**src/sd_cmd_pkg.sv**
```systemverilog
// Command indices, response kinds, command error codes and frame widths for the SPI command layer
package sd_cmd_pkg;

    // Command indices sent during SPI-mode initialisation
    typedef enum logic [5:0] {
        CMD0   = 6'd0,
        CMD8   = 6'd8,
        ACMD41 = 6'd41,
        CMD55  = 6'd55,
        CMD58  = 6'd58
    } sd_cmd_e;

    // R1 is a single status byte, R3 and R7 append a 32-bit word
    typedef enum logic {
        R1   = 1'b0,
        R3R7 = 1'b1
    } sd_resp_e;

    typedef enum logic [1:0] {
        NONE        = 2'd0,
        NO_RESPONSE = 2'd1
    } cmd_err_e;

    typedef logic [31:0] cmd_arg_t;

    localparam int FRAME_BITS  = 48;
    localparam int R1_BITS     = 8;
    localparam int R3R7_BITS   = 40;
    localparam int R1_IDLE_BIT = 0;

endpackage

```
**src/sd_card_pkg.sv**
```systemverilog
// Card types, initialisation states, OCR and CMD8 argument field constants
package sd_card_pkg;

    typedef enum logic [2:0] {
        UNKNOWN  = 3'd0,
        VER1X_SC = 3'd1,
        VER2X_SC = 3'd2,
        VER2X_HC = 3'd3,
        UNUSABLE = 3'd4
    } card_type_e;

    // Each command state first issues its command, then waits for the answer
    typedef enum logic [2:0] {
        INIT_IDLE,
        INIT_PRE,
        INIT_CMD0,
        INIT_CMD8,
        INIT_CMD55,
        INIT_ACMD41,
        INIT_CMD58,
        INIT_DONE
    } init_state_e;

    // SCLK cycles with chip select high before the first command
    localparam int PRE_INIT_CLOCKS = 74;

    // CMD8 argument fields, VHS in bits 11..8 and check pattern in bits 7..0
    localparam logic [3:0] CMD8_VHS     = 4'b0001;
    localparam logic [7:0] CMD8_PATTERN = 8'hAA;

    // Host capacity support in the ACMD41 argument
    localparam int HCS_BIT = 30;

    // Card capacity status in the OCR returned by CMD58
    localparam int OCR_CCS_BIT = 30;

endpackage

```
**src/sd_cmd_if.sv**
```systemverilog
// Command request and response bundle between the init sequencer and the command transmitter
`timescale 1ns/100ps

interface sd_cmd_if;

    // Request side, req is a one-cycle strobe
    logic                  req;
    sd_cmd_pkg::sd_cmd_e   cmd;
    sd_cmd_pkg::cmd_arg_t  arg;
    sd_cmd_pkg::sd_resp_e  resp_kind;

    // Response side, done is a one-cycle strobe
    logic                  done;
    logic [7:0]            r1;
    sd_cmd_pkg::cmd_arg_t  payload;
    sd_cmd_pkg::cmd_err_e  err;

    modport seq (output req, cmd, arg, resp_kind, input done, r1, payload, err);
    modport trx (input req, cmd, arg, resp_kind, output done, r1, payload, err);

endinterface

```
**src/sd_clk_gen.sv**
```systemverilog
// SCLK divider with rising and falling edge strobes
`timescale 1ns/100ps

module sd_clk_gen #(
    parameter int CLK_DIV = 4
) (
    input  logic i_clk,
    input  logic i_nrst,
    input  logic i_run,
    output logic o_sclk,
    output logic o_sclk_rise,
    output logic o_sclk_fall
);

    localparam int CNT_W = $clog2(CLK_DIV + 1);
    localparam logic [CNT_W-1:0] CNT_LAST = CNT_W'(CLK_DIV - 1);

    logic [CNT_W-1:0] div_cnt;

    always_ff @(posedge i_clk or negedge i_nrst) begin
        if (!i_nrst) begin
            div_cnt     <= '0;
            o_sclk      <= 1'b0;
            o_sclk_rise <= 1'b0;
            o_sclk_fall <= 1'b0;
        end else if (!i_run) begin
            // Parked low while the controller is idle
            div_cnt     <= '0;
            o_sclk      <= 1'b0;
            o_sclk_rise <= 1'b0;
            o_sclk_fall <= 1'b0;
        end else if (div_cnt == CNT_LAST) begin
            div_cnt     <= '0;
            o_sclk      <= ~o_sclk;
            o_sclk_rise <= ~o_sclk;
            o_sclk_fall <= o_sclk;
        end else begin
            div_cnt     <= div_cnt + 1'b1;
            o_sclk_rise <= 1'b0;
            o_sclk_fall <= 1'b0;
        end
    end

endmodule

```
**src/sd_crc7.sv**
```systemverilog
// Serial CRC7 generator for command frames
`timescale 1ns/100ps

module sd_crc7 (
    input  logic       i_clk,
    input  logic       i_nrst,
    input  logic       i_clear,
    input  logic       i_next,
    input  logic       i_dat,
    output logic [6:0] o_crc7
);

    logic fb;

    // Polynomial x^7 + x^3 + 1
    assign fb = i_dat ^ o_crc7[6];

    always_ff @(posedge i_clk or negedge i_nrst) begin
        if (!i_nrst) begin
            o_crc7 <= '0;
        end else if (i_clear) begin
            o_crc7 <= '0;
        end else if (i_next) begin
            o_crc7 <= {o_crc7[5:3], o_crc7[2] ^ fb, o_crc7[1:0], fb};
        end
    end

endmodule

```
**src/sd_cmd_trx.sv**
```systemverilog
// SPI command frame serialiser, response deserialiser and response timeout
`timescale 1ns/100ps

module sd_cmd_trx #(
    parameter int RESP_WAIT_BITS = 64
) (
    input  logic  i_clk,
    input  logic  i_nrst,
    input  logic  i_sclk_rise,
    input  logic  i_sclk_fall,
    input  logic  i_miso,
    output logic  o_mosi,
    output logic  o_cs_n,
    sd_cmd_if.trx cmd
);

    localparam int WAIT_W = $clog2(RESP_WAIT_BITS + 1);
    localparam logic [WAIT_W-1:0] WAIT_LAST = WAIT_W'(RESP_WAIT_BITS - 1);
    localparam logic [5:0] CRC_POS = 6'd40;
    localparam logic [5:0] END_POS = 6'(sd_cmd_pkg::FRAME_BITS);
    localparam logic [5:0] GAP_LAST = 6'd7;

    typedef enum logic [2:0] {
        ST_IDLE,
        ST_TX,
        ST_WAIT,
        ST_RX,
        ST_GAP
    } trx_state_e;

    trx_state_e           state;
    logic [5:0]           bit_cnt;
    logic [WAIT_W-1:0]    wait_cnt;
    logic                 pend;
    logic [47:0]          tx_sh;
    logic [38:0]          rx_sh;
    logic [39:0]          rx_word;
    logic [5:0]           rx_last;
    sd_cmd_pkg::sd_resp_e kind;
    logic                 tx_shift;
    logic                 crc_next;
    logic                 resp_end;
    logic                 resp_timeout;
    logic [6:0]           crc7;

    // One frame bit leaves on every falling edge until the end bit is out
    assign tx_shift = i_sclk_fall && ((state == ST_IDLE && pend) ||
                                      (state == ST_TX && bit_cnt != END_POS));
    assign crc_next = tx_shift && (bit_cnt < CRC_POS);

    // The start bit doubles as bit 7 of R1 and is counted in the response
    assign rx_word = {rx_sh, i_miso};
    assign rx_last = (kind == sd_cmd_pkg::R1) ? 6'(sd_cmd_pkg::R1_BITS - 1)
                                              : 6'(sd_cmd_pkg::R3R7_BITS - 1);
    assign resp_end = i_sclk_rise && (state == ST_RX) && (bit_cnt == rx_last);
    assign resp_timeout = i_sclk_rise && (state == ST_WAIT) && i_miso &&
                          (wait_cnt == WAIT_LAST);

    sd_crc7 crc7_inst (
        .i_clk   (i_clk),
        .i_nrst  (i_nrst),
        .i_clear (cmd.req),
        .i_next  (crc_next),
        .i_dat   (tx_sh[47]),
        .o_crc7  (crc7)
    );

    always_ff @(posedge i_clk or negedge i_nrst) begin
        if (!i_nrst) begin
            state    <= ST_IDLE;
            bit_cnt  <= '0;
            wait_cnt <= '0;
            pend     <= 1'b0;
            o_mosi   <= 1'b1;
            o_cs_n   <= 1'b1;
            cmd.done <= 1'b0;
            cmd.err  <= sd_cmd_pkg::NONE;
        end else begin
            cmd.done <= 1'b0;
            if (cmd.req) begin
                pend <= 1'b1;
            end
            if (tx_shift) begin
                o_mosi  <= (bit_cnt == CRC_POS) ? crc7[6] : tx_sh[47];
                bit_cnt <= bit_cnt + 6'd1;
            end
            case (state)
                ST_IDLE: begin
                    if (tx_shift) begin
                        state  <= ST_TX;
                        pend   <= 1'b0;
                        o_cs_n <= 1'b0;
                    end
                end
                ST_TX: begin
                    // End bit has been on the line for a full SCLK period
                    if (i_sclk_fall && bit_cnt == END_POS) begin
                        state    <= ST_WAIT;
                        wait_cnt <= '0;
                        o_mosi   <= 1'b1;
                    end
                end
                ST_WAIT: begin
                    if (i_sclk_rise && !i_miso) begin
                        state   <= ST_RX;
                        bit_cnt <= 6'd1;
                    end else if (resp_timeout) begin
                        state    <= ST_GAP;
                        bit_cnt  <= '0;
                        o_cs_n   <= 1'b1;
                        cmd.done <= 1'b1;
                        cmd.err  <= sd_cmd_pkg::NO_RESPONSE;
                    end else if (i_sclk_rise) begin
                        wait_cnt <= wait_cnt + 1'b1;
                    end
                end
                ST_RX: begin
                    if (resp_end) begin
                        state    <= ST_GAP;
                        bit_cnt  <= '0;
                        o_cs_n   <= 1'b1;
                        cmd.done <= 1'b1;
                        cmd.err  <= sd_cmd_pkg::NONE;
                    end else if (i_sclk_rise) begin
                        bit_cnt <= bit_cnt + 6'd1;
                    end
                end
                default: begin
                    // Eight SCLK cycles with chip select high between frames
                    if (i_sclk_rise) begin
                        if (bit_cnt == GAP_LAST) begin
                            state   <= ST_IDLE;
                            bit_cnt <= '0;
                        end else begin
                            bit_cnt <= bit_cnt + 6'd1;
                        end
                    end
                end
            endcase
        end
    end

    // Frame and response shift registers
    always_ff @(posedge i_clk) begin
        if (cmd.req) begin
            tx_sh <= {2'b01, cmd.cmd, cmd.arg, 8'hFF};
            kind  <= cmd.resp_kind;
        end else if (tx_shift) begin
            if (bit_cnt == CRC_POS) begin
                // CRC7 and end bit follow the 40 header and argument bits
                tx_sh <= {crc7[5:0], {42{1'b1}}};
            end else begin
                tx_sh <= {tx_sh[46:0], 1'b1};
            end
        end
        if (i_sclk_rise && (state == ST_WAIT || state == ST_RX)) begin
            rx_sh <= rx_word[38:0];
        end
        if (resp_end) begin
            cmd.r1      <= (kind == sd_cmd_pkg::R1) ? rx_word[7:0] : rx_word[39:32];
            cmd.payload <= rx_word[31:0];
        end else if (resp_timeout) begin
            cmd.r1 <= 8'hFF;
        end
    end

endmodule

```
**src/sd_init_seq.sv**
```systemverilog
// SPI-mode initialisation FSM and card-type decision
`timescale 1ns/100ps

module sd_init_seq (
    input  logic                    i_clk,
    input  logic                    i_nrst,
    input  logic                    i_start,
    input  logic                    i_sclk_rise,
    output logic                    o_run,
    output logic                    o_busy,
    output logic                    o_done,
    output sd_card_pkg::card_type_e o_card_type,
    sd_cmd_if.seq                   cmd
);

    localparam logic [6:0] PRE_LAST = 7'(sd_card_pkg::PRE_INIT_CLOCKS - 1);
    localparam sd_cmd_pkg::cmd_arg_t CMD8_ARG =
        {20'd0, sd_card_pkg::CMD8_VHS, sd_card_pkg::CMD8_PATTERN};

    sd_card_pkg::init_state_e state;
    logic                     wait_resp;
    logic [6:0]               pre_cnt;
    logic                     hcs;
    logic                     r1_bad;
    logic                     resp_fail;
    sd_cmd_pkg::cmd_arg_t     acmd41_arg;

    assign o_busy = (state != sd_card_pkg::INIT_IDLE);
    assign o_done = (state == sd_card_pkg::INIT_DONE);
    // SCLK runs for the whole initialisation
    assign o_run  = o_busy;

    // Any R1 error flag apart from the idle bit
    assign r1_bad    = (cmd.r1 & ~(8'd1 << sd_cmd_pkg::R1_IDLE_BIT)) != 8'd0;
    assign resp_fail = (cmd.err != sd_cmd_pkg::NONE) || r1_bad;

    assign acmd41_arg = sd_cmd_pkg::cmd_arg_t'(hcs) << sd_card_pkg::HCS_BIT;

    always_ff @(posedge i_clk or negedge i_nrst) begin
        if (!i_nrst) begin
            state         <= sd_card_pkg::INIT_IDLE;
            wait_resp     <= 1'b0;
            pre_cnt       <= '0;
            hcs           <= 1'b1;
            o_card_type   <= sd_card_pkg::UNKNOWN;
            cmd.req       <= 1'b0;
            cmd.cmd       <= sd_cmd_pkg::CMD0;
            cmd.arg       <= '0;
            cmd.resp_kind <= sd_cmd_pkg::R1;
        end else begin
            cmd.req <= 1'b0;
            case (state)
                sd_card_pkg::INIT_IDLE: begin
                    if (i_start) begin
                        state       <= sd_card_pkg::INIT_PRE;
                        pre_cnt     <= '0;
                        hcs         <= 1'b1;
                        o_card_type <= sd_card_pkg::UNKNOWN;
                    end
                end
                sd_card_pkg::INIT_PRE: begin
                    if (i_sclk_rise) begin
                        pre_cnt <= pre_cnt + 7'd1;
                        if (pre_cnt == PRE_LAST) begin
                            state <= sd_card_pkg::INIT_CMD0;
                        end
                    end
                end
                sd_card_pkg::INIT_DONE: begin
                    state <= sd_card_pkg::INIT_IDLE;
                end
                default: begin
                    if (!wait_resp) begin
                        // Issue the command that belongs to this state
                        wait_resp     <= 1'b1;
                        cmd.req       <= 1'b1;
                        cmd.arg       <= '0;
                        cmd.resp_kind <= sd_cmd_pkg::R1;
                        case (state)
                            sd_card_pkg::INIT_CMD0: begin
                                cmd.cmd <= sd_cmd_pkg::CMD0;
                            end
                            sd_card_pkg::INIT_CMD8: begin
                                cmd.cmd       <= sd_cmd_pkg::CMD8;
                                cmd.arg       <= CMD8_ARG;
                                cmd.resp_kind <= sd_cmd_pkg::R3R7;
                            end
                            sd_card_pkg::INIT_CMD55: begin
                                cmd.cmd <= sd_cmd_pkg::CMD55;
                            end
                            sd_card_pkg::INIT_ACMD41: begin
                                cmd.cmd <= sd_cmd_pkg::ACMD41;
                                cmd.arg <= acmd41_arg;
                            end
                            default: begin
                                cmd.cmd       <= sd_cmd_pkg::CMD58;
                                cmd.resp_kind <= sd_cmd_pkg::R3R7;
                            end
                        endcase
                    end else if (cmd.done) begin
                        wait_resp <= 1'b0;
                        case (state)
                            sd_card_pkg::INIT_CMD0: begin
                                // Stay here and resend until the card reports idle
                                if (cmd.err == sd_cmd_pkg::NONE && cmd.r1 == 8'h01) begin
                                    state <= sd_card_pkg::INIT_CMD8;
                                end
                            end
                            sd_card_pkg::INIT_CMD8: begin
                                if (cmd.err == sd_cmd_pkg::NO_RESPONSE) begin
                                    // Version 1 card supports standard capacity only
                                    o_card_type <= sd_card_pkg::VER1X_SC;
                                    hcs         <= 1'b0;
                                    state       <= sd_card_pkg::INIT_CMD55;
                                end else if (r1_bad ||
                                        cmd.payload[7:0] != sd_card_pkg::CMD8_PATTERN) begin
                                    o_card_type <= sd_card_pkg::UNUSABLE;
                                    state       <= sd_card_pkg::INIT_DONE;
                                end else begin
                                    state <= sd_card_pkg::INIT_CMD55;
                                end
                            end
                            sd_card_pkg::INIT_CMD55: begin
                                if (resp_fail) begin
                                    o_card_type <= sd_card_pkg::UNUSABLE;
                                    state       <= sd_card_pkg::INIT_DONE;
                                end else begin
                                    state <= sd_card_pkg::INIT_ACMD41;
                                end
                            end
                            sd_card_pkg::INIT_ACMD41: begin
                                if (resp_fail) begin
                                    o_card_type <= sd_card_pkg::UNUSABLE;
                                    state       <= sd_card_pkg::INIT_DONE;
                                end else if (cmd.r1[sd_cmd_pkg::R1_IDLE_BIT]) begin
                                    state <= sd_card_pkg::INIT_CMD55;
                                end else begin
                                    state <= sd_card_pkg::INIT_CMD58;
                                end
                            end
                            default: begin
                                if (resp_fail) begin
                                    o_card_type <= sd_card_pkg::UNUSABLE;
                                end else if (o_card_type != sd_card_pkg::VER1X_SC) begin
                                    o_card_type <= cmd.payload[sd_card_pkg::OCR_CCS_BIT] ?
                                                   sd_card_pkg::VER2X_HC : sd_card_pkg::VER2X_SC;
                                end
                                state <= sd_card_pkg::INIT_DONE;
                            end
                        endcase
                    end
                end
            endcase
        end
    end

endmodule

```
**src/sd_spi_init_top.sv**
```systemverilog
// Top level of the SPI-mode SD card initialisation controller
`timescale 1ns/100ps

module sd_spi_init_top #(
    parameter int CLK_DIV        = 4,
    parameter int RESP_WAIT_BITS = 64
) (
    input  logic                    i_clk,
    input  logic                    i_nrst,
    input  logic                    i_start,
    input  logic                    i_miso,
    output logic                    o_sclk,
    output logic                    o_mosi,
    output logic                    o_cs_n,
    output logic                    o_busy,
    output logic                    o_done,
    output sd_card_pkg::card_type_e o_card_type
);

    logic run;
    logic sclk_rise;
    logic sclk_fall;

    sd_cmd_if cmd_if ();

    sd_clk_gen #(
        .CLK_DIV (CLK_DIV)
    ) sd_clk_gen_inst (
        .i_clk       (i_clk),
        .i_nrst      (i_nrst),
        .i_run       (run),
        .o_sclk      (o_sclk),
        .o_sclk_rise (sclk_rise),
        .o_sclk_fall (sclk_fall)
    );

    sd_cmd_trx #(
        .RESP_WAIT_BITS (RESP_WAIT_BITS)
    ) sd_cmd_trx_inst (
        .i_clk       (i_clk),
        .i_nrst      (i_nrst),
        .i_sclk_rise (sclk_rise),
        .i_sclk_fall (sclk_fall),
        .i_miso      (i_miso),
        .o_mosi      (o_mosi),
        .o_cs_n      (o_cs_n),
        .cmd         (cmd_if.trx)
    );

    sd_init_seq sd_init_seq_inst (
        .i_clk       (i_clk),
        .i_nrst      (i_nrst),
        .i_start     (i_start),
        .i_sclk_rise (sclk_rise),
        .o_run       (run),
        .o_busy      (o_busy),
        .o_done      (o_done),
        .o_card_type (o_card_type),
        .cmd         (cmd_if.seq)
    );

endmodule

```
**config.mk**
```make
export PLATFORM = sky130hd
export DESIGN_NAME = sd_spi_init_top
export DESIGN_NICKNAME = d
export VERILOG_FILES = /design/src/sd_cmd_pkg.sv /design/src/sd_card_pkg.sv /design/src/sd_cmd_if.sv /design/src/sd_clk_gen.sv /design/src/sd_crc7.sv /design/src/sd_cmd_trx.sv /design/src/sd_init_seq.sv /design/src/sd_spi_init_top.sv
export SDC_FILE = /design/constraint.sdc
export NUM_CORES = 1
export LEC_CHECK = 0
export ABC_AREA = 1
export BUFFER_PORTS_ARGS = -buffer_cell sky130_fd_sc_hd__buf_2
export CORE_ASPECT_RATIO = 1.1
export CORE_UTILIZATION = 60
export CTS_BUF_LIST = sky130_fd_sc_hd__clkbuf_8
export CTS_CLUSTER_DIAMETER = 50
export DETAILED_ROUTE_END_ITERATION = 7
export PLACE_DENSITY = 0.84
export SLEW_MARGIN = 15
export SYNTH_ARGS = -nofsm -noshare
export SYNTH_HDL_FRONTEND = slang
export SYNTH_HIERARCHICAL = 1
export SYNTH_SLANG_ARGS = --single-unit
```
**constraint.sdc**
```tcl
create_clock -name i_clk -period 7.9 [get_ports i_clk]
set_input_delay 0.395 -clock i_clk [delete_from_list [all_inputs] [get_ports i_clk]]
set_output_delay 0.395 -clock i_clk [all_outputs]
set_load 0.01 [all_outputs]
```
==> impl_results.rst, run 1 <==
.. list-table::
   :header-rows: 1

   * - Metric
     - Value
   * - Status
     - completed
   * - Buffers on Ports
     - 11
   * - Number of setup violations in the final report
     - 0
   * - Final hold violation count
     - 0
   * - Internal power component
     - 0.00158 W
   * - Worst Path Max Fanout
     - 18
   * - Die Span X
     - between 100 and 150 um
   * - Cells along the critical path
     - ha_1 > nand2_2 > nor2_2 > inv_1 > nor3_4 > inv_1 > nand2_1
   * - Detailed-route DRC error count
     - 0
   * - Post-layout minimum cycle time
     - 2.45 ns
   * - Sw Ratio
     - 0.366
   * - Clock network fraction of total power
     - 0.210
   * - Global route overflow
     - 0
   * - Kind of critical path
     - flop to flop
   * - Starting density of the core
     - 0.617
   * - CTS Hold Buffers Added
     - 0
   * - Total of cells resized after clock tree synthesis
     - 0
   * - Average footprint of a synthesized cell
     - 9.70 um^2
   * - Setup_tns
     - 0 ns
   * - Via count of the first global-routing pass
     - about 4900
   * - Wire length of the first global-routing pass
     - 22600 um
   * - Warning count from the yosys run
     - 6
   * - Final Slew Violations
     - 0
   * - Starting DRT DRC Count
     - between 400 and 500
   * - Number of optimization iterations in the first detailed-route pass
     - 5
   * - GRT Util Overall
     - 0.226
   * - Antenna violations before repair
     - 0
   * - Total via count in the routed design
     - 5087
   * - Post-Route Skew
     - 0.00975 ns
   * - Critical path's slowest cell
     - sky130_fd_sc_hd__nor3_4
   * - Smallest setup slack after layout
     - about 5.5 ns
   * - Placer's final routability congestion estimate
     - 0.909
   * - Maximum number of pins on one net before global-route repair
     - between 50 and 60
   * - Count of inserted antenna diode cells
     - 0
   * - Growth of design area from synthesis to finish
     - 4.90%
   * - Die Ht
     - between 100 and 150 um
   * - Power density over the cells
     - between 300 and 400 nW/um^2
   * - Max Root-Sink Buffers
     - 2
   * - Clock-pin slew of the registers on the worst-case setup and hold paths
     - ~0.080 ns
   * - Cell chosen for the clock root
     - sky130_fd_sc_hd__clkbuf_8
   * - Maximum cell stage delay along the critical path
     - 0.61 ns
   * - Data arrival at the endpoint of the critical path
     - 2.56 ns
   * - Worst-case vdd ir drop
     - between 0.15 and 0.2 mV
   * - Cells after DPL
     - 913
   * - Core area
     - 12100 um^2
   * - Post-detailed-routing wire length
     - 13400 um
   * - Max-slew headroom at the worst pin
     - 0.261
   * - Critical Path Sink Type
     - flop
   * - Clock buffers created by TritonCTS
     - 17
   * - Post-DP HPWL
     - a little over 9000 um
   * - Sequential share of power
     - 0.487
   * - Worst min-delay path class
     - primary input to asynchronous set/reset pin
   * - Share of final-layout standard cells stronger than drive strength 1
     - 0.132
   * - Antenna-violating nets left
     - 0
   * - Filler instances
     - between 900 and 1000
   * - Cell type with the highest occurrence count on the critical path
     - sky130_fd_sc_hd__inv_1
   * - Leakage power
     - 3.45 nW
   * - Total clock sinks
     - between 150 and 200
   * - Portion of the clock cycle consumed by the worst path in the final layout
     - 0.310
   * - Standard-cell rows
     - 42
   * - Post-detailed-route wirelength per cell
     - approximately 14 um
   * - # Post-CTS Setup Buffers
     - 0
   * - Die Footprint
     - ~13000 um^2
   * - Count of mapped cells out of synthesis
     - 769
   * - Clock tree from TritonCTS
     - done
   * - F_max
     - 409 MHz
   * - Register cell area after layout
     - 4350 um^2
   * - Logic gate share of total power
     - 0.303
   * - Pin slew with the least headroom to its limit
     - 1.11 ns
   * - Worst-Skew Late Latency
     - 0.44 ns
   * - Worst setup timing slack at the placement stage
     - ~5.3 ns
   * - Synthesized area
     - 7460 um^2
   * - Count of placed standard cells in the final layout, fillers left out
     - 943
   * - Area taken by multi-input logic gates
     - 2560 um^2
   * - Net switching power
     - 0.000912 W
   * - CP startpoint kind
     - flop
   * - H-tree depth
     - 4
   * - Worst EP required
     - 8.01 ns
   * - Number of violations of the max-capacitance limit
     - 0
   * - Nets
     - 792
   * - Routed vias/inst
     - 5.39
   * - Boundary pin count
     - 12
   * - Unrepaired setup endpoints after global routing
     - no
[registers in the layout, indices dropped and copies added (netlist names), 2 cells and up]
signal / flops
sd_cmd_trx_inst/state: 3
sd_cmd_trx_inst/crc7_inst/o_crc7: 7
sd_init_seq_inst/o_card_type: 3
sd_init_seq_inst/pre_cnt: 7
sd_cmd_trx_inst/cmd.payload: 9
sd_init_seq_inst/cmd.arg: 2
sd_cmd_trx_inst/rx_sh: 39
sd_clk_gen_inst/div_cnt: 3
sd_cmd_trx_inst/bit_cnt: 6
sd_cmd_trx_inst/wait_cnt: 7
sd_init_seq_inst/state: 3
sd_cmd_trx_inst/cmd.r1: 8
sd_cmd_trx_inst/tx_sh: 40
sd_init_seq_inst/cmd.cmd: 5
[power groups by stage]
| stage | Combinational [W] | Sequential, W | Clock, W |
|---|---|---|---|
| after floorplan | 0.000625 | 0.00119 | 0 |
| after global placement | 0.000713 | 0.00122 | 0 |
| after detailed placement | 0.000749 | 0.00123 | 0 |
| after CTS | 0.000752 | 0.00121 | 0.000537 |
| after global routing | 0.000854 | 0.00123 | 0.000571 |
| final | 0.000755 | 0.00121 | 0.000524 |
[final cells by class]
class | instances | area share
flip-flops and latches | 155 | 0.556
multi-input cells | 510 | 0.327
repair buffers | 15 | 0.0109
clock buffers | 17 | 0.0299
well taps | 154 | 0.0246
inverters | 79 | 0.0388
clock inverters | 13 | 0.0134
[worst paths after layout]
| kind | from | to | slack, ns | cells past startpoint |
|---|---|---|---|---|
| setup / recovery | sd_cmd_trx_inst/bit_cnt[0]$_DFF_PN0_ | sd_cmd_trx_inst/cmd.r1[5]$_SDFFCE_PN1P_ | 5.45 | 7 |
| hold / removal | i_nrst | sd_cmd_trx_inst/wait_cnt[3]$_DFFE_PN0P_ | 0.08 | 2 |
| setup reg to reg | sd_cmd_trx_inst/bit_cnt[0]$_DFF_PN0_ | sd_cmd_trx_inst/cmd.r1[5]$_SDFFCE_PN1P_ | 5.45 | 7 |
| hold reg to reg | sd_cmd_trx_inst/rx_sh[20]$_DFFE_PP_ | sd_cmd_trx_inst/rx_sh[21]$_DFFE_PP_ | 0.43 | 0 |
| max in group asynchronous | i_nrst | sd_init_seq_inst/state[0]$_DFFE_PN0P_ | 7.30 | 2 |
| min in group i_clk | i_start | sd_init_seq_inst/hcs$_DFFE_PN1P_ | 0.24 | 3 |
[metrics by stage]
step           power [W]   util  hold WS (ns)  area, um^2
6_report         0.00249  0.648        0.0827        7830
5_1_grt          0.00266  0.648         0.142        7830
4_1_cts          0.00250  0.647        0.0996        7820
3_5_place_dp     0.00198  0.619         0.405        7480
3_3_place_gp     0.00193  0.619         0.407        7480
2_1_floorplan    0.00182      -        0.0994        7550
[cells in the final DEF, fill, tap and decap left out, drive strengths merged, types with 2 or more instances in the layout]
cell type	count
buf	15
nor3	12
conb	27
ha	10
dfrtp	55
inv	81
o31ai	2
a21oi	49
edfxtp	95
clkinvlp	2
nand2	167
a31oi	6
nand3	57
dfxtp	2
clkinv	8
xor2	7
dfstp	3
o211ai	4
nand4	8
nor2	116
or2	3
o22ai	6
o21ai	32
clkbuf	17
[layer usage]
layer  part of all wire  track usage  up-vias
met4              0.012       0.0777        0
met1               0.44        0.286     2432
li1                   -            -     2516
met3              0.040       0.0553       18
met2               0.51        0.379      121
met5                  0            0        -
[worst max-delay path, delay by kind of cell, from the launching register on]
| kind | cells | cell delay (ns) |
|---|---|---|
| and+or+nand+nor | 4 | 1.14 |
| DFF | 1 | 0.43 |
| buffers and inverters | 2 | 0.33 |
| adders and majority gates | 1 | 0.22 |
Note: power is estimated with default switching activity, not from simulation.
==> run 2: changes to the inputs <==
--- a/config.mk
+++ b/config.mk
@@ -5,14 +5,14 @@
 export SDC_FILE = /design/constraint.sdc
 export NUM_CORES = 1
 export LEC_CHECK = 0
-export ABC_AREA = 1
+export ABC_AREA = 0
 export BUFFER_PORTS_ARGS = -buffer_cell sky130_fd_sc_hd__buf_2
 export CORE_ASPECT_RATIO = 1.1
-export CORE_UTILIZATION = 60
+export CORE_UTILIZATION = 59
 export CTS_BUF_LIST = sky130_fd_sc_hd__clkbuf_8
 export CTS_CLUSTER_DIAMETER = 50
 export DETAILED_ROUTE_END_ITERATION = 7
-export PLACE_DENSITY = 0.84
+export PLACE_DENSITY = 0.86
 export SLEW_MARGIN = 15
 export SYNTH_ARGS = -nofsm -noshare
 export SYNTH_HDL_FRONTEND = slang
==> constraint.sdc (replaced) <==
create_clock -name i_clk -period 2 [get_ports i_clk]
set_input_delay 0.1 -clock i_clk [delete_from_list [all_inputs] [get_ports i_clk]]
set_output_delay 0.1 -clock i_clk [all_outputs]
set_load 0.01 [all_outputs]
==> impl_results.rst, run 2 <==
.. list-table::
   :header-rows: 1

   * - Metric
     - Value
   * - Nets
     - 690
   * - Maximum cell stage delay along the critical path
     - roughly 0.4 ns
   * - Data arrival at the endpoint of the critical path
     - 2.25 ns
   * - Boundary pin count
     - 12
   * - Clock network fraction of total power
     - 0.394
   * - Top reg by flops
     - sd_cmd_trx_inst/tx_sh
   * - Worst Hold Slack
     - 0.167 ns
   * - Cells after DPL
     - 806
   * - Die Span X
     - between 100 and 150 um
   * - Worst min-delay path class
     - primary input to flop
   * - Global route overflow
     - 0
   * - Routed vias/inst
     - 5.59
   * - Share of final-layout standard cells stronger than drive strength 1
     - 0.192
   * - Count of inserted antenna diode cells
     - 0
   * - Clock tree from TritonCTS
     - done
   * - Placer's final routability congestion estimate
     - ~0.86
   * - Antenna violations before repair
     - 0
   * - Logic gate share of total power
     - 0.008
   * - Final hold violation count
     - 0
   * - Worst EP required
     - 2.34 ns
   * - Buffers on Ports
     - 11
   * - Unrepaired setup endpoints after global routing
     - no
   * - Total clock sinks
     - 155
   * - Cells along the critical path
     - inv_1 > ha_4 > nand3b_4 > nor3_4 > buf_4 > mux2_2 > mux2i_1 > nor2_1
   * - CP startpoint kind
     - flop
   * - Worst-case vdd ir drop
     - 0.599 mV
   * - Post-detailed-routing wire length
     - between 10000 and 15000 um
   * - Starting density of the core
     - 0.613
   * - Count of placed standard cells in the final layout, fillers left out
     - 843
   * - Registers with the highest flip-flop counts
     - sd_cmd_trx_inst/tx_sh (40), sd_cmd_trx_inst/rx_sh (39), sd_cmd_trx_inst/cmd.payload (9)
   * - Wire length of the first global-routing pass
     - 21600 um
   * - Die Ht
     - 120 um
   * - Number of flip-flops in the largest register
     - 40
   * - Critical Path Sink Type
     - flop
   * - Worst Path Max Fanout
     - 4
   * - Post-Layout Inst Area
     - 8220 um^2
   * - Die Footprint
     - between 10000 and 15000 um^2
   * - Standard-cell rows
     - 42
   * - Critical path's slowest cell
     - sky130_fd_sc_hd__dfrtp_1
   * - Number of buffer and inverter instances along the worst setup path
     - 2
   * - Power density over the cells
     - around 690 nW/um^2
   * - Max-slew headroom at the worst pin
     - 0.594
   * - Number of optimization iterations in the first detailed-route pass
     - 5
   * - Post-Route Skew
     - 0.0152 ns
   * - H-tree depth
     - 4
   * - Clock buffers created by TritonCTS
     - 17
   * - Growth of design area from synthesis to finish
     - 10.0%
   * - F_max
     - 524 MHz
   * - Maximum number of pins on one net before global-route repair
     - 67
   * - Starting DRT DRC Count
     - 428
   * - Setup_tns
     - 0 ns
   * - Clock-pin slew of the registers on the worst-case setup and hold paths
     - 0.08 ns
   * - Cell chosen for the clock root
     - sky130_fd_sc_hd__clkbuf_8
   * - Worst setup timing slack at the placement stage
     - roughly 0.055 ns
   * - Warning count from the yosys run
     - 6
   * - Leakage power
     - around 3.1 nW
   * - Area post-placement
     - 7770 um^2
   * - Worst-Skew Late Latency
     - 0.46 ns
   * - Sequential share of power
     - 0.597
   * - Synthesized area
     - 7470 um^2
   * - Core area
     - 12200 um^2
   * - Final Slew Violations
     - 0
   * - Number of violations of the max-capacitance limit
     - 0
   * - Kind of critical path
     - flop to flop
   * - Top Family by Delay on Critical Path
     - simple AND/OR/NAND/NOR gates
   * - Post-detailed-route wirelength per cell
     - 15.8 um
   * - Most used cells in the layout excluding fill and tap cells
     - sky130_fd_sc_hd__edfxtp_1, sky130_fd_sc_hd__nor2_1, sky130_fd_sc_hd__nand2_1
   * - Detailed-route DRC error count
     - 0
   * - Post-layout minimum cycle time
     - 1.91 ns
   * - Pin slew with the least headroom to its limit
     - 0.609 ns
   * - Total via count in the routed design
     - 4712
   * - GRT Util Overall
     - 0.218
   * - Post-DP HPWL
     - 9030 um
   * - Internal power component
     - 0.00438 W
   * - Most common cell after layout, fill and taps aside
     - sky130_fd_sc_hd__edfxtp_1
   * - Count of mapped cells out of synthesis
     - 643
   * - Sw Ratio
     - 0.222
   * - Max Root-Sink Buffers
     - 2
   * - Antenna-violating nets left
     - 0
   * - Via count of the first global-routing pass
     - 4500
   * - Net switching power
     - between 0.001 and 0.0015 W
   * - Average footprint of a synthesized cell
     - 11.6 um^2
   * - Status
     - completed
   * - Number of setup violations in the final report
     - 0
   * - Portion of the clock cycle consumed by the worst path in the final layout
     - 0.954
   * - Smallest setup slack after layout
     - 0.0921 ns
## run 2: layer usage
layer	up-vias	wire length [um]	GRT usage
met1	2279	5810	0.277
li1	2327	-	-
met3	20	403	0.0478
met5	-	0	0
met2	86	6840	0.357
met4	0	236	0.0967
## run 2: worst paths after layout
kind,start,to,slack (ns),cells after the start
max reg2reg,sd_cmd_trx_inst/bit_cnt[0]$_DFF_PN0_,sd_cmd_trx_inst/tx_sh[47]$_SDFFE_PP0N_,0.09,8
min in group asynchronous,i_nrst,sd_init_seq_inst/wait_resp$_DFFE_PN0N_,0.18,2
min,i_start,sd_init_seq_inst/pre_cnt[3]$_DFFE_PN0P_,0.17,3
max in group asynchronous,i_nrst,sd_cmd_trx_inst/o_cs_n$_DFFE_PN1P_,1.14,3
min reg2reg,sd_cmd_trx_inst/rx_sh[24]$_DFFE_PP_,sd_cmd_trx_inst/rx_sh[25]$_DFFE_PP_,0.42,0
max,sd_cmd_trx_inst/bit_cnt[0]$_DFF_PN0_,sd_cmd_trx_inst/tx_sh[47]$_SDFFE_PP0N_,0.09,8
## run 2: layout make-up
type | count | area (um^2)
clock buffers | 17 | 234
clock inverters | 15 | 140
fillers | 869 | 3970
inverters | 15 | 56.3
multi-input cells | 431 | 2770
flip-flops and latches | 155 | 4350
well taps | 154 | 193
repair buffers | 56 | 478
## run 2: timing repair
action	in CTS	in global routing
hold buffers	2	0
resized for setup	0	6
setup buffers	0	2
endpoints found under the hold margin	24	0
endpoints found under the setup margin	0	8
## run 2: worst register-to-register path, delay by kind of cell (launching register included)
kind	cells	cell delay, ns
fa+ha+maj	1	0.15
buf+inv	2	0.29
flops	1	0.41
mux	2	0.46
simple gates	3	0.49
## run 2: power groups by stage
stage               clock network (W)  logic [W]  registers, W
floorplan                           0  0.0000468       0.00344
global placement                    0  0.0000430       0.00343
detailed placement                  0  0.0000447       0.00343
CTS                           0.00228  0.0000478       0.00336
global route                  0.00240  0.0000556       0.00336
finish                        0.00222  0.0000474       0.00336
## run 2: per-stage QoR
stage / util / total power, W
CTS: 0.669 / 0.00569
floorplan: - / 0.00348
finish: 0.674 / 0.00563
detailed placement: 0.637 / 0.00348
global placement: 0.637 / 0.00348
global route: 0.674 / 0.00582
